--- src/source/zbus_pkg.sv ---
`default_nettype none

package zbus_pkg;

	// -------------------------------------------------------------------------
	// Bus widths
	// -------------------------------------------------------------------------

	// Main CPU bus as seen through APB
	parameter int MBUS_ADDR_W = 24;
	parameter int MBUS_DATA_W = 16;

	// Sound CPU private bus
	parameter int ZBUS_ADDR_W = 15;
	parameter int ZBUS_DATA_W = 8;

	// 8 KB sound RAM
	parameter int ZRAM_ADDR_W = 13;

	// -------------------------------------------------------------------------
	// Address map
	// -------------------------------------------------------------------------

	// Upper byte of the A00000-A0FFFF window
	parameter logic [7:0] ZBUS_WINDOW = 8'hA0;

	// Control registers on the main bus
	parameter logic [MBUS_ADDR_W-1:0] CTRL_BUSREQ_ADDR = 24'hA11100;
	parameter logic [MBUS_ADDR_W-1:0] CTRL_RESET_ADDR  = 24'hA11200;

	// Both control registers live in this data bit
	parameter int CTRL_FLAG_BIT = 8;

	// Floating sound bus value
	parameter logic [ZBUS_DATA_W-1:0] ZBUS_OPEN_BYTE = 8'hFF;

	// -------------------------------------------------------------------------
	// Main-bus data word
	// -------------------------------------------------------------------------

	// lane[1] is the upper byte (even address), lane[0] the lower byte (odd)
	typedef union packed {
		logic [MBUS_DATA_W-1:0]      word;
		logic [1:0][ZBUS_DATA_W-1:0] lane;
	} mbus_word_u;

endpackage

`default_nettype wire

--- src/source/mbus_decoder.sv ---
`timescale 1ns/1ns
`default_nettype none

module mbus_decoder
	import zbus_pkg::*;
(
	input  wire                    MCLK,
	input  wire                    reset,

	// APB slave
	input  wire                    psel,
	input  wire                    penable,
	input  wire                    pwrite,
	input  wire [MBUS_ADDR_W-1:0]  paddr,
	input  wire [MBUS_DATA_W-1:0]  pwdata,
	output logic [MBUS_DATA_W-1:0] prdata,
	output logic                   pready,
	output logic                   pslverr,

	// Sound bus request
	output logic                   zbus_sel,
	output logic                   zbus_we,
	output logic [ZBUS_ADDR_W-1:0] zbus_addr,
	output logic [ZBUS_DATA_W-1:0] zbus_wdata,
	input  wire [ZBUS_DATA_W-1:0]  zbus_rdata,
	input  wire                    zbus_ack,

	// Control flags
	output logic                   z80_busreq,
	output logic                   z80_reset_n
);

	logic       access;
	logic       sel_window;
	logic       sel_busreq;
	logic       sel_reset;
	logic       sel_none;
	logic       ctrl_wr;
	mbus_word_u wr_word;
	mbus_word_u rd_word;
	mbus_word_u ctrl_word;

	// -------------------------------------------------------------------------
	// Address decode
	// -------------------------------------------------------------------------
	assign access = psel & penable;

	always_comb begin
		sel_window = (paddr[MBUS_ADDR_W-1 -: 8] == ZBUS_WINDOW);
		sel_busreq = (paddr == CTRL_BUSREQ_ADDR);
		sel_reset  = (paddr == CTRL_RESET_ADDR);
		sel_none   = ~sel_window & ~sel_busreq & ~sel_reset;
	end

	// Register and unmapped transfers finish in the first access cycle
	assign pready  = access & (~sel_window | zbus_ack);
	assign pslverr = access & sel_none;

	// -------------------------------------------------------------------------
	// Control registers
	// -------------------------------------------------------------------------
	assign ctrl_wr = access & pwrite & (sel_busreq | sel_reset);

	// Z80 starts held in reset with the bus not requested
	always_ff @(posedge MCLK) begin
		if (reset) begin
			z80_busreq  <= 1'b0;
			z80_reset_n <= 1'b0;
		end else if (ctrl_wr) begin
			if (sel_busreq) begin
				z80_busreq <= pwdata[CTRL_FLAG_BIT];
			end
			if (sel_reset) begin
				z80_reset_n <= pwdata[CTRL_FLAG_BIT];
			end
		end
	end

	// Busreq reads back inverted, as a "bus granted" flag
	always_comb begin
		ctrl_word.word = '0;
		if (sel_busreq) begin
			ctrl_word.word[CTRL_FLAG_BIT] = ~z80_busreq;
		end else begin
			ctrl_word.word[CTRL_FLAG_BIT] = z80_reset_n;
		end
	end

	// -------------------------------------------------------------------------
	// Sound bus window
	// -------------------------------------------------------------------------

	// Held through the access phase until the arbiter acks
	assign zbus_sel  = access & sel_window;
	assign zbus_we   = pwrite;
	assign zbus_addr = paddr[ZBUS_ADDR_W-1:0];

	// Even address uses the upper lane
	always_comb begin
		wr_word.word = pwdata;
		if (paddr[0]) begin
			zbus_wdata = wr_word.lane[0];
		end else begin
			zbus_wdata = wr_word.lane[1];
		end
	end

	// Returned byte shows up on both lanes
	always_comb begin
		rd_word.lane = {zbus_rdata, zbus_rdata};
	end

	// -------------------------------------------------------------------------
	// Read data
	// -------------------------------------------------------------------------
	always_comb begin
		if (sel_window) begin
			prdata = rd_word.word;
		end else if (sel_busreq | sel_reset) begin
			prdata = ctrl_word.word;
		end else begin
			prdata = '0;
		end
	end

endmodule

`default_nettype wire

--- config.mk ---
export PLATFORM = sky130hd
export DESIGN_NAME = mbus_decoder
export DESIGN_NICKNAME = d
export VERILOG_FILES = /design/src/source/zbus_pkg.sv /design/src/source/mbus_decoder.sv
export SDC_FILE = /design/constraint.sdc
export NUM_CORES = 1
export LEC_CHECK = 0
export BUFFER_PORTS_ARGS = -buffer_cell sky130_fd_sc_hd__buf_2
export CAP_MARGIN = 20
export CORE_MARGIN = 2
export CORE_UTILIZATION = 25
export CTS_CLUSTER_SIZE = 24
export DETAILED_ROUTE_END_ITERATION = 7
export GPL_ROUTABILITY_DRIVEN = 0
export PLACE_DENSITY = 0.77
export SETUP_SLACK_MARGIN = 0.2
export SLEW_MARGIN = 20
export SYNTH_ARGS = -nofsm -noshare
export SYNTH_HDL_FRONTEND = slang
export SYNTH_SLANG_ARGS = --single-unit
export TNS_END_PERCENT = 30
--- constraint.sdc ---
create_clock -name MCLK -period 1.96 [get_ports MCLK]
set_input_delay 0.392 -clock MCLK [delete_from_list [all_inputs] [get_ports MCLK]]
set_output_delay 0.392 -clock MCLK [all_outputs]
set_load 0.005 [all_outputs]
==> results.ini <==
[floorplanning]
core_sq_um=2210
pin_count=99
die_y_um=52.6
design.die.area_sq_um=2760
die_w_um=52.6
start_util=0.266
placement_rows=17

[timing]
setup_tns_ns=0
fin_worst_skew_ns=0
tightestPinTransition_ns=0.318
period_needed_ns=1.94
slew_viol_final=0
layout_setup_ws_ns=0.0154
hold_viol_final=0
grt_setup_unrepaired=true
timing.fmax_mhz=514
setup_viol=0
timing.hold.ws_ns=0.332
relSlewSlack=0.785
timing.final.crit_share=0.992

[synthesis]
ys_ff_latch=2
synth_flop_cell=dfxtp_1
yosysSeqAreaShare=0.0679
synth_top_area_cell=buf_4
synth_cell_types=28
synthCells=75
ys.warnings.count=0
synth_area_leaders=buf_4, mux2_2, and2_1, dfxtp_1, nor4_1
avgSynthCellArea_sq_um=7.86
ys_top_cells_by_count=buf_4, and2_1, mux2_2
syn-num-nets=129
synth_top_area_frac=0.293
synth-edff-count=0
yosysMostFrequentCell=buf_4
synthesis.area_sq_um=589
synth-async-reset-ratio=0

[cts]
clkSinkCount=2
htree_num_levels=1
post_cts_buffers=0
clockRootBuffer=clkbuf_4
clk_pin_slew_ns=0.03
cts_buffer_depth=2
cts_tree=built
clock_latency_ns=0.23
cts_buffers=3

[grt]
grt_pass1_wl_mm=2.67
antenna_found_initial=0
grt_use_total=0.135
grt_overflow=0
grt_max_degree=10
grt_pass1_vias=722

[detailed_routing]
viasPerCell=4.53
vias=833
wl_per_cell_um=10.8
routed_wl_mm=1.98
dr.pass1.iters=4
antenna_left=0
drc=0
drtIter0Drc=3

[min_path]
whs_path_depth=2
hold_start=reset
min_path_type=primary input to flip-flop
hold_end=z80_busreq

[setup_path]
end_kind=output pin
reg2reg_to=z80_reset_n
start_kind=primary input
rr_worst_depth=2
arrival_ns=1.55
critPathMaxFanout=5
required_ns=1.57
cp-startpoint=paddr[19]
path_class=primary input to output pin
r2r-start=z80_reset_n
rrSetupSlack_ns=1.33

[finish]
diodes=0
finalNetCount=212
final_util=0.493
drive_gt1_frac=0.808
fin_area_sq_um=1090
syn2layout_area_growth_pct=84.9
instances_no_fill=184

[placed_design]
port-buffer-count=98
dp_slack_ns=-0.0713
dpl_cell_area_sq_um=981
dp_cells=180
dp_hpwl_mm=1.80

[pwr]
power.leakage_nw=0.593
power_density_nw_per_um2=248
total_power_uw=270
irDropWorstVdd_v=0.000181

[run_status]
status=finished, final reports clean

[run]
drv_cap=0

## cells in the final DEF, fill, tap and decap left out, types with 2 or more instances in the layout
cell	instances
a21oi_1	3
and2_4	7
buf_2	87
buf_4	4
buf_6	11
clkbuf_4	3
dfxtp_1	2
inv_1	2
mux2_2	8
nand3_1	2
nand4b_1	2
nor2_4	2
nor4_1	3
o41ai_1	2
## critical path, cell delays in order
cell    delay [ns]
buf_6         0.09
or3_4         0.37
or2_4         0.27
nor2_4        0.16
a22o_1        0.16
buf_2         0.11
## area by class of cell
| cell class | instances | area (sq um) |
|---|---|---|
| clock buffer | 3 | 22.5 |
| fill | 224 | 1120 |
| inverter | 2 | 7.51 |
| multi-input combinational | 47 | 395 |
| sequential | 2 | 40.0 |
| tap | 28 | 35.0 |
| timing repair buffer | 102 | 589 |
## layer usage
metal	global-route usage	vias to the layer above	part of all wire
li1	-	411	-
met1	0.0990	357	0.31
met2	0.294	65	0.56
met3	0.0429	0	0.13
met4	0.0598	0	0
met5	0	-	0
## repair_timing
action                                 in CTS  in global routing
pin swaps                                   9                  3
setup endpoints to repair                  19                 19
cloned                                      1                  0
endpoints found under the hold margin       0                  0
hold buffers                                0                  0
gates resized for setup                     7                  6
## worst max path at each step
stage	endpoint	slack, ns	cells past startpoint
5_1_grt	prdata[7]	-0.03	6
4_1_cts	prdata[7]	-0.01	6
2_1_floorplan	prdata[10]	0.09	6
6_report	prdata[8]	0.02	6
3_3_place_gp	prdata[14]	-0.04	6
3_5_place_dp	prdata[10]	-0.07	6
## logic make-up (layout without fill, tap and decap cells)
family / after synthesis / after routing / share of synthesized area
XOR/XNOR: 1 / 1 / 0.0149
flip-flops: 2 / 2 / 0.0679
buffers and inverters: 27 / 107 / 0.333
AND/OR/NAND/NOR: 29 / 30 / 0.340
multiplexers: 8 / 8 / 0.153
AO/OA/AOI/OAI: 8 / 8 / 0.0913
## report_power, final
| group | total (mW) | switching, mW | internal [mW] |
|---|---|---|---|
| clock | 0.0931 | 0.0254 | 0.0677 |
| sequential | 0.0410 | 0.000000000339 | 0.0410 |
| combinational | 0.136 | 0.0537 | 0.0823 |
## registers in the layout, summed over array words and instances (netlist names)
name / count
z80_reset_n: 1
z80_busreq: 1
Note: power is estimated with default switching activity, not from simulation.
