===== config.mk =====
export PLATFORM = sky130hd
export DESIGN_NAME = zbus_arbiter
export DESIGN_NICKNAME = d
export VERILOG_FILES = /design/src/source/zbus_pkg.sv /design/src/source/zbus_arbiter.sv
export SDC_FILE = /design/constraint.sdc
export NUM_CORES = 1
export LEC_CHECK = 0
export ABC_CLOCK_PERIOD_IN_PS = 3300
export BUFFER_PORTS_ARGS = -buffer_cell sky130_fd_sc_hd__buf_2
export CAP_MARGIN = 20
export CORE_MARGIN = 8
export CORE_UTILIZATION = 44
export DETAILED_ROUTE_END_ITERATION = 10
export PLACE_DENSITY = 0.84
export SLEW_MARGIN = 10
export SYNTH_ARGS = -nofsm -noshare
export SYNTH_HDL_FRONTEND = slang
export SYNTH_SLANG_ARGS = --single-unit

===== constraint.sdc =====
create_clock -name MCLK -period 3.3 [get_ports MCLK]
set_input_delay 0.33 -clock MCLK [delete_from_list [all_inputs] [get_ports MCLK]]
set_output_delay 0.33 -clock MCLK [all_outputs]
set_load 0.01 [all_outputs]

===== src/source/zbus_pkg.sv =====
`default_nettype none

package zbus_pkg;

	// -------------------------------------------------------------------------
	// Bus widths
	// -------------------------------------------------------------------------

	// Main CPU bus as seen through APB
	parameter int MBUS_ADDR_W = 24;
	parameter int MBUS_DATA_W = 16;

	// Sound CPU private bus
	parameter int ZBUS_ADDR_W = 15;
	parameter int ZBUS_DATA_W = 8;

	// 8 KB sound RAM
	parameter int ZRAM_ADDR_W = 13;

	// -------------------------------------------------------------------------
	// Address map
	// -------------------------------------------------------------------------

	// Upper byte of the A00000-A0FFFF window
	parameter logic [7:0] ZBUS_WINDOW = 8'hA0;

	// Control registers on the main bus
	parameter logic [MBUS_ADDR_W-1:0] CTRL_BUSREQ_ADDR = 24'hA11100;
	parameter logic [MBUS_ADDR_W-1:0] CTRL_RESET_ADDR  = 24'hA11200;

	// Both control registers live in this data bit
	parameter int CTRL_FLAG_BIT = 8;

	// Floating sound bus value
	parameter logic [ZBUS_DATA_W-1:0] ZBUS_OPEN_BYTE = 8'hFF;

	// -------------------------------------------------------------------------
	// Main-bus data word
	// -------------------------------------------------------------------------

	// lane[1] is the upper byte (even address), lane[0] the lower byte (odd)
	typedef union packed {
		logic [MBUS_DATA_W-1:0]      word;
		logic [1:0][ZBUS_DATA_W-1:0] lane;
	} mbus_word_u;

endpackage

`default_nettype wire


===== src/source/zbus_arbiter.sv =====
`timescale 1ns/1ns
`default_nettype none

module zbus_arbiter
	import zbus_pkg::*;
#(
	parameter int RAM_ADDR_W = ZRAM_ADDR_W
) (
	input  wire                    MCLK,
	input  wire                    reset,

	// Main-bus side request
	input  wire                    zbus_sel,
	input  wire                    zbus_we,
	input  wire [ZBUS_ADDR_W-1:0]  zbus_addr,
	input  wire [ZBUS_DATA_W-1:0]  zbus_wdata,
	output logic [ZBUS_DATA_W-1:0] zbus_rdata,
	output logic                   zbus_ack,

	// Control flags from the decoder
	input  wire                    z80_busreq,
	input  wire                    z80_reset_n,

	// Z80 side request
	input  wire                    z80_req,
	input  wire                    z80_we,
	input  wire [ZBUS_ADDR_W-1:0]  z80_addr,
	input  wire [ZBUS_DATA_W-1:0]  z80_wdata,
	output logic [ZBUS_DATA_W-1:0] z80_rdata,
	output logic                   z80_ack,

	// RAM port
	output logic [RAM_ADDR_W-1:0]  ram_addr,
	output logic [ZBUS_DATA_W-1:0] ram_wdata,
	output logic                   ram_we,
	input  wire [ZBUS_DATA_W-1:0]  ram_rdata
);

	localparam logic [1:0] ST_IDLE   = 2'd0;
	localparam logic [1:0] ST_READ   = 2'd1;
	localparam logic [1:0] ST_FINISH = 2'd2;

	localparam logic SRC_MBUS = 1'b0;
	localparam logic SRC_Z80  = 1'b1;

	// Bit 14 set means outside the RAM area
	localparam int RAM_SEL_BIT = 14;

	logic [1:0]             state;
	logic                   cur_src;
	logic                   cur_owned;
	logic [ZBUS_ADDR_W-1:0] cur_addr;
	logic [ZBUS_DATA_W-1:0] cur_wdata;
	logic [ZBUS_DATA_W-1:0] resp_byte;
	logic                   bus_free;
	logic                   z80_run;
	logic                   take_mbus;
	logic                   take_z80;

	// -------------------------------------------------------------------------
	// Ownership and request qualification
	// -------------------------------------------------------------------------
	assign bus_free = z80_busreq & z80_reset_n;
	assign z80_run  = z80_reset_n & ~z80_busreq;

	// A requester still holds its request during its own ack cycle
	assign take_mbus = zbus_sel & ~zbus_ack;
	assign take_z80  = z80_req & ~z80_ack & z80_run;

	assign ram_addr  = cur_addr[RAM_ADDR_W-1:0];
	assign ram_wdata = cur_wdata;

	// RAM data only for an owned access inside RAM
	assign resp_byte = (cur_owned & ~cur_addr[RAM_SEL_BIT]) ? ram_rdata : ZBUS_OPEN_BYTE;

	// -------------------------------------------------------------------------
	// State machine
	// -------------------------------------------------------------------------
	always_ff @(posedge MCLK) begin
		ram_we   <= 1'b0;
		zbus_ack <= 1'b0;
		z80_ack  <= 1'b0;
		if (reset) begin
			state   <= ST_IDLE;
			cur_src <= SRC_MBUS;
		end else begin
			case (state)
				ST_IDLE: begin
					// Main bus has priority
					if (take_mbus) begin
						cur_src <= SRC_MBUS;
						ram_we  <= zbus_we & bus_free & ~zbus_addr[RAM_SEL_BIT];
						state   <= ST_READ;
					end else if (take_z80) begin
						cur_src <= SRC_Z80;
						ram_we  <= z80_we & ~z80_addr[RAM_SEL_BIT];
						state   <= ST_READ;
					end
				end
				ST_READ: begin
					state <= ST_FINISH;
				end
				ST_FINISH: begin
					if (cur_src == SRC_MBUS) begin
						zbus_ack <= 1'b1;
					end else begin
						z80_ack <= 1'b1;
					end
					state <= ST_IDLE;
				end
				default: begin
					state <= ST_IDLE;
				end
			endcase
		end
	end

	// Request capture and response data
	always_ff @(posedge MCLK) begin
		if (state == ST_IDLE) begin
			if (take_mbus) begin
				cur_addr  <= zbus_addr;
				cur_wdata <= zbus_wdata;
				cur_owned <= bus_free;
			end else if (take_z80) begin
				cur_addr  <= z80_addr;
				cur_wdata <= z80_wdata;
				cur_owned <= 1'b1;
			end
		end
		if (state == ST_FINISH) begin
			if (cur_src == SRC_MBUS) begin
				zbus_rdata <= resp_byte;
			end else begin
				z80_rdata <= resp_byte;
			end
		end
	end

endmodule

`default_nettype wire


==> results.cfg <==
[timing]
timing.final.crit_share_pct = 59.49
max_freq_ghz = 0.5094
relSlewSlack_pct = 53.27
final_hold_viol_count = 0
skew_ns = 0.003214
setup_viol = 0
hold_ws_ns = 0.2789
maxSlewViolCount = 0
tightestPinTransition_ns = 0.6972
rsz0062_at_grt = no
tns_ns = 0
finalCriticalPeriod_ns = 1.963

[cells_and_area]
diodes = 0
fill_cells = 321
areaGrowthSynthToFinish_pct = 32.64
num-nets-final = 266
drive_above_1_share_pct = 65.85

[critical_path]
start_kind = flip-flop
ff2ff_path_depth = 5
crit_fanout = 27
endpoint_kind = flip-flop
cp.arrival_ns = 1.97
cp_data_required_time_ns = 3.31
worst-setup-path-type = reg2reg

[global_routing]
grt_max_degree = 28
grt_pass1_wl_um = 6368
grtUsageMet2_pct = 24.14
grtUsageMet1_pct = 11.86
grt_use_total_pct = 12.95
use_met3_pct = 4.857
antenna_found_initial = 0
busiest_layer = met2
grt_overflow_total = 0
grt_pass1_vias = 1359

[power_and_ir_drop]
ir_worst_vdd_mv = 0.3034
p_total_uw = 1316
leakage_uw = 0.001047
p_per_area_nw_per_um2 = 532.5

[drt]
via_count = 1184
drtIter0Drc = 67
ant_nets = 0
wl_um = 4143
via_per_inst = 4.643
post_drt_wl_per_cell_um = 16.25
drc = 0
dr.pass1.iters = 4

[yosys]
synth_top_family_by_area = multiplexers
synthAdderAreaFrac_pct = 0
syn_inst = 111
muxShareOfSynthArea_pct = 13.30
ys_types = 20
synthesis.nets = 173
synth_compound_area_share_pct = 1.478
syn_area_per_cell_um2 = 16.78
synth-xor-area-share_pct = 0
ys_ff_latch = 45
yosysSeqAreaShare_pct = 69.31
synth-simple-area-share_pct = 9.066
syn_area_um2 = 1863
ys_warn_count = 0

[clocking]
cts_tree = built
ctsHoldBuffers = 0
clk-insertion-delay-late_ns = 0.30
htreeDepth = 2
path_clk_slew_ns = 0.08
cts_buffer_depth = 2
clk_root_buffer_cell = clkbuf_8
cts-buffers-inserted = 5
cts_resized = 0
cts_sinks = 45
post-cts-setup-buffers = 0

[placement]
dp_hpwl_um = 3289
io_buffers = 99
place_congestion = 0.7097

[floorplan]
chipWidth_um = 81.07
die_h_um = 81.07
rows = 23
fp.dieArea_um2 = 6572
io-pin-count = 102
core_um2 = 4029
start_util_pct = 46.24

[min_path]
hold_path_class = in2reg
holdPathStages = 2

[run_status]
outcome = finished clean

[run]
max_cap_violations = 0
kinds of logic after synthesis:
logic type,after synthesis
AO/OA/AOI/OAI,3
multiplexers,22
AND/OR/NAND/NOR,25
flip-flops,45
buffers and inverters,16
Yosys cell counts:
master / count / area share, %
edfxtp_1: 39 / 63
mux2_2: 22 / 13
buf_4: 15 / 6.0
nand2b_1: 8 / 2.7
dfxtp_1: 6 / 6.4
nor2b_1: 4 / 1.3
nand2_1: 2 / 0.40
nor2_1: 2 / 0.40
nor3b_1: 2 / 0.81
a2111oi_2: 1 / 0.81
a211oi_1: 1 / 0.40
a21oi_1: 1 / 0.27
and3b_1: 1 / 0.47
and4bb_1: 1 / 0.67
buf_8: 1 / 0.81
nand4_1: 1 / 0.34
nand4bb_1: 1 / 0.60
nor2b_4: 1 / 0.74
nor3_1: 1 / 0.27
nor4_1: 1 / 0.34
final timing paths:
path         startpoint      endpoint  slack (ns)
max            zbus_ack  ram_wdata[1]        1.34
min               reset        ram_we        0.28
max reg2reg    zbus_ack  ram_wdata[1]        1.34
min reg2reg     cur_src       cur_src        0.53
per-stage QoR:
step           setup WS [ns]  area [um2]  util (%)  cells
2_1_floorplan         0.4594        1863         -    111
3_3_place_gp           1.240        2333     57.92    247
3_5_place_dp           1.201        2333     57.92    247
4_1_cts                1.292        2471     61.34    255
5_1_grt                1.149        2471     61.34    255
6_report               1.337        2471     61.34    255
state kept, by name, indices dropped and copies added (netlist names):
register,count
cur_addr,14
ram_wdata,8
z80_rdata,8
zbus_rdata,8
state,2
cur_owned,1
cur_src,1
ram_we,1
z80_ack,1
zbus_ack,1
critical path, cell delays in order, from the launching register on:
cell	delay, ns
dfxtp_1	0.34
nor2b_4	0.10
buf_4	0.31
nor2_1	0.12
nor3_2	0.55
buf_12	0.24
layer usage:
layer,vias up,part of all wire [%]
li1,587,-
met2,53,55
met1,537,33
met3,7,9.7
met5,-,0
met4,0,2.4
power by group:
part / internal, uW / total, uW / switching, uW
combinational: 78.3 / 151 / 72.3
clock: 305 / 496 / 191
sequential: 660 / 669 / 9.51
total: 1040 / 1320 / 273
cell usage in the layout, fill, tap and decap left out, drive strengths merged:
master   instances
a2111oi          1
a211oi           1
a21oi            1
and3b            1
and4bb           1
buf            102
bufinv           2
clkbuf           5
dfxtp            6
edfxtp          39
inv              1
mux2            22
nand2            2
nand2b           8
nand4            1
nand4bb          1
nor2             2
nor2b            5
nor3             1
nor3b            2
nor4             1
final cells by class:
cell class / instances / area [um2] / share of cell area [%]
Clock buffer: 5 / 68.82 / 2.785
Clock inverter: 3 / 68.82 / 2.785
Multi-Input combinational cell: 50 / 449.2 / 18.18
Sequential cell: 45 / 1291 / 52.25
Tap cell: 50 / 62.56 / 2.532
Timing Repair Buffer: 102 / 530.5 / 21.47
(Power assumes the default switching activity.)
